File: src/verilog/matrix_adder_pkg.sv
`default_nettype none

package matrix_adder_pkg;

    // element and grid geometry
    localparam int elem_width = 9;
    localparam int grid_dim   = 5;
    localparam int grid_size  = grid_dim * grid_dim;

    // wide enough for a row count, a column count or a row index
    localparam int dim_width  = 3;

    typedef logic [elem_width-1:0] elem_t;

    // one grid row with lane 0 in the low bits
    typedef elem_t [grid_dim-1:0] row_t;

    // full grid with entry index row*grid_dim + col
    // the same layout carries the dense operand, element k at index k
    typedef elem_t [grid_size-1:0] grid_t;

    typedef struct packed {
        logic [dim_width-1:0] rows;
        logic [dim_width-1:0] cols;
    } mat_dims_t;

    typedef enum logic {
        st_idle,
        st_add
    } ctrl_state_t;

endpackage

`default_nettype wire

File: src/verilog/add_controller.sv
`default_nettype none

module add_controller (
    input  logic                                   clk,
    input  logic                                   reset_n,
    input  logic                                   start,
    input  matrix_adder_pkg::mat_dims_t            dims_a,
    input  matrix_adder_pkg::mat_dims_t            dims_b,
    output logic                                   load,
    output logic                                   row_write,
    output logic [matrix_adder_pkg::dim_width-1:0] row_index,
    output logic                                   busy,
    output logic                                   done,
    output logic                                   dims_ok,
    output matrix_adder_pkg::mat_dims_t            dims_out
);
    import matrix_adder_pkg::*;

    ctrl_state_t          state;
    logic [dim_width-1:0] row_cnt;
    logic                 accept;
    logic                 dims_match;
    logic                 last_row;

    // starts arriving mid-operation are dropped
    assign accept     = start && (state == st_idle);
    assign dims_match = (dims_a == dims_b);
    assign last_row   = (row_cnt == dim_width'(grid_dim - 1));

    assign load      = accept;
    assign busy      = (state == st_add);
    assign row_write = (state == st_add);
    assign row_index = row_cnt;

    always_ff @(posedge clk or negedge reset_n) begin
        if (!reset_n) begin
            state    <= st_idle;
            row_cnt  <= '0;
            done     <= 1'b0;
            dims_ok  <= 1'b1;
            dims_out <= '0;
        end else begin
            done <= 1'b0;
            case (state)
                st_idle: begin
                    if (accept) begin
                        row_cnt <= '0;
                        if (dims_match) begin
                            state    <= st_add;
                            dims_ok  <= 1'b1;
                            dims_out <= dims_a;
                        end else begin
                            // mismatch finishes at once with an empty result
                            dims_ok  <= 1'b0;
                            dims_out <= '0;
                            done     <= 1'b1;
                        end
                    end
                end
                st_add: begin
                    if (last_row) begin
                        state   <= st_idle;
                        row_cnt <= '0;
                        done    <= 1'b1;
                    end else begin
                        row_cnt <= row_cnt + 1'b1;
                    end
                end
            endcase
        end
    end

endmodule

`default_nettype wire

File: config.mk
export PLATFORM = sky130hd
export DESIGN_NAME = add_controller
export DESIGN_NICKNAME = d
export VERILOG_FILES = /design/src/verilog/matrix_adder_pkg.sv /design/src/verilog/add_controller.sv
export SDC_FILE = /design/constraint.sdc
export NUM_CORES = 1
export LEC_CHECK = 0
export ABC_CLOCK_PERIOD_IN_PS = 1300
export BUFFER_PORTS_ARGS = -buffer_cell sky130_fd_sc_hd__buf_2
export CAP_MARGIN = 15
export CORE_ASPECT_RATIO = 1.2
export CORE_MARGIN = 2
export CORE_UTILIZATION = 25
export CTS_CLUSTER_DIAMETER = 150
export DETAILED_ROUTE_END_ITERATION = 6
export GPL_ROUTABILITY_DRIVEN = 1
export GPL_TIMING_DRIVEN = 0
export HOLD_SLACK_MARGIN = 0.05
export PLACE_DENSITY_LB_ADDON = 0.3
export SKIP_CTS_REPAIR_TIMING = 1
export SLEW_MARGIN = 20
export SYNTH_ARGS = -nofsm -noshare
export SYNTH_HDL_FRONTEND = slang
export SYNTH_SLANG_ARGS = --single-unit
File: constraint.sdc
create_clock -name clk -period 1.3 [get_ports clk]
set_clock_uncertainty 0.2 [all_clocks]
set_input_delay 0.195 -clock clk [delete_from_list [all_inputs] [get_ports clk]]
set_output_delay 0.195 -clock clk [all_outputs]
set_load 0.05 [all_outputs]
==> results by group <==
Min path
  • Cell depth of the worst hold path: 4
  • Min-delay worst type: input pin to register

Clock tree
  • H-Tree Depth: 1
  • TritonCTS Buffers: 3
  • CTS tree: done
  • Clock Latency Late Sink: 0.27 ns
  • Clock Path Buffers: 2
  • Clock Sinks: 12
  • Root Buffer: clkbuf_4
  • Clk pin slew, worst setup/hold paths: 0.07 ns

GRT
  • Largest net degree at the start of global routing: 13
  • Total gr overflow: 0
  • GRT Util Overall: 0.102
  • Number of global-route vias before repair: 559
  • Initial antenna violation count: 0
  • First-pass GRT wire length: 2240 µm

Drt
  • 1st-pass router iterations: 4
  • Final WL: 1610 µm
  • Routed len/inst: 11.2 µm
  • DRC: 0
  • Via count: 638
  • Final ANT Viol Nets: 0
  • 1st-iter DRT viols: 3
  • Via density: 4.43

Yosys
  • Syn avg cell area: 10.1 µm²
  • Synth Flop Type: dfrtp_1
  • Synthesized cell area: 639 µm²
  • #FFs+latches synth: 12
  • Sequential area share after synthesis: 0.472
  • Yosys warning count: 0
  • Synthesized Nets: 80
  • Post-synth EDFFs: 0
  • Syn Inst Count: 63
  • Asr flop ratio synth: 1.00
  • Post-synth cell types: 21

Power
  • Share of power burned in combinational logic: 0.577
  • IR drop worst, VDD: 0.784 mV
  • Leak: 0.501 nW
  • Clock power frac: 0.156
  • Pint: 0.00107 W
  • Switching Share: 0.430
  • Pwr/cell area: 1690 mW/mm²
  • Switching power: 0.000808 W
  • Seq pwr share: 0.268

Run
  • Max_cap viols: 0

Outcome
  • Failing checks: negative setup slack
  • Status: finished with violations

Finish
  • N_diodes: 0
  • Area occupied by multi-input gates: 338 µm²
  • Fin util: 0.448
  • Register area: 305 µm²
  • Layout cells sized above 1: 0.532
  • Synth-to-layout area growth: 73.8%
  • Filler cells: 239
  • # nets final: 129

Floorplan
  • Core box area: 0.00248 mm²
  • Die area: 0.00298 mm²
  • Initial core utilization: 0.258
  • Die outline width: 50.2 µm
  • Die H: 59.4 µm
  • Num rows: 20
  • Top Ports: 29

Worst setup path
  • CP Data Required Time: 0.90 ns
  • Slowest stage cell, crit path: dfrtp_2
  • Crit path cell chain: buf_6 > nand2b_4 > inv_8 > buf_8
  • Max stage delay on crit path: 0.42 ns
  • CP startpoint kind: register
  • Critical path endpoint category: primary output
  • Worst endpoint data arrival time: 1.19 ns
  • CP Max Fanout: 6
  • Critical path type: register to primary output
  • FF-to-FF path depth: 4

Placement
  • DP HPWL: 1100 µm
  • Gpl congestion: 0.692
  • Number of buffers added on ports: 28

Timing
  • Accumulated negative setup slack: -0.892 ns
  • Worst Setup Slack, final: -0.284 ns
  • Fin. max-slew vios: 0
  • Fmax achieved: 631 MHz
  • Hold Violations, Final: 0
  • Hold Slack: 0.0563 ns
  • Tmin final: 1.58 ns
  • Tcrit/Tclk final: 1.22
  • Max-slew headroom: 0.811
  • Slew @ Worst Pin: 0.282 ns
  • Final Setup Violations: 11
  • RSZ-0062 raised after global routing: true
-- logic make-up after synthesis --
family	after synthesis	share of synthesized area
fa+ha+maj	2	0.0391
buf+inv	6	0.0626
xor+xnor	6	0.106
simple gates	23	0.194
flops	12	0.472
compound gates	14	0.127
-- worst max-delay path: cells and delay by family (launching register included) --
kind,cells,cell delay (ns)
buf+inv,3,0.33
simple gates,1,0.17
flops,1,0.42
-- synth_stat cells, types with 2 or more instances --
cell type / n / area (µm²)
nand2_1: 13 / 48.8
dfrtp_1: 11 / 275
nand4_1: 6 / 37.5
o21ai_1: 6 / 30.0
xnor2_1: 4 / 35.0
o21ai_0: 3 / 15.0
o31ai_1: 3 / 22.5
ha_1: 2 / 25.0
inv_1: 2 / 7.51
xnor2_2: 2 / 32.5
-- flip-flops by register name (all words and copies together) (netlist names) --
register	count
dims_ok	1
done	1
row_index	3
dims_out	6
busy	1
-- metrics by stage --
| step | setup slack [ns] | area [µm²] | total power (W) | cells |
|---|---|---|---|---|
| 3_3_place_gp | -0.211 | 856 | 0.00135 | 124 |
| 6_report | -0.284 | 1110 | 0.00188 | 144 |
| 2_1_floorplan | -0.221 | 674 | 0.00118 | 63 |
| 5_1_grt | -0.337 | 1110 | 0.00199 | 144 |
| 3_5_place_dp | -0.219 | 856 | 0.00136 | 124 |
| 4_1_cts | -0.529 | 892 | 0.00167 | 128 |
-- layer usage --
metal / GRT usage / vias to the layer above / share of wire
li1: - / 317 / -
met1: 0.111 / 291 / 0.38
met2: 0.177 / 26 / 0.55
met3: 0.0177 / 4 / 0.050
met4: 0.0714 / 0 / 0.022
met5: 0 / - / 0
-- power by group through the flow --
stage | Clock, W | Sequential (W) | Combinational, W
floorplan | 0 | 0.000729 | 0.000454
global placement | 0 | 0.000502 | 0.000848
detailed placement | 0 | 0.000506 | 0.000856
CTS | 0.000307 | 0.000498 | 0.000859
global route | 0.000319 | 0.000515 | 0.00116
finish | 0.000293 | 0.000503 | 0.00108
-- final cells by class --
type,count,area share
buffer,2,0.0169
clock buffer,4,0.0327
tap,33,0.0372
timing repair buffer,45,0.318
multi-input combinational,45,0.304
inverter,3,0.0169
sequential,12,0.275
-- layout by cell type, fill, tap and decap left out, types with 2 or more instances in the layout --
master,count
buf_2,16
buf_4,10
buf_6,5
buf_8,2
clkbuf_4,7
dfrtp_1,8
dfrtp_2,3
dlygate4sd3_1,10
inv_2,2
nand2_1,12
nand4_1,6
o21ai_1,9
o31ai_2,2
xnor2_1,4
xnor2_2,2
-- final timing paths --
check	from	endpoint	slack (ns)
setup / recovery	busy	load	-0.28
hold / removal	start	row_index[0]	0.06
setup reg to reg	busy	dims_ok	-0.12
hold reg to reg	dims_out[1]	dims_out[1]	0.29
max in group asynchronous	reset_n	dims_ok	0.50
min in group asynchronous	reset_n	row_index[2]	0.13
Power figures use the tool's default switching activity.
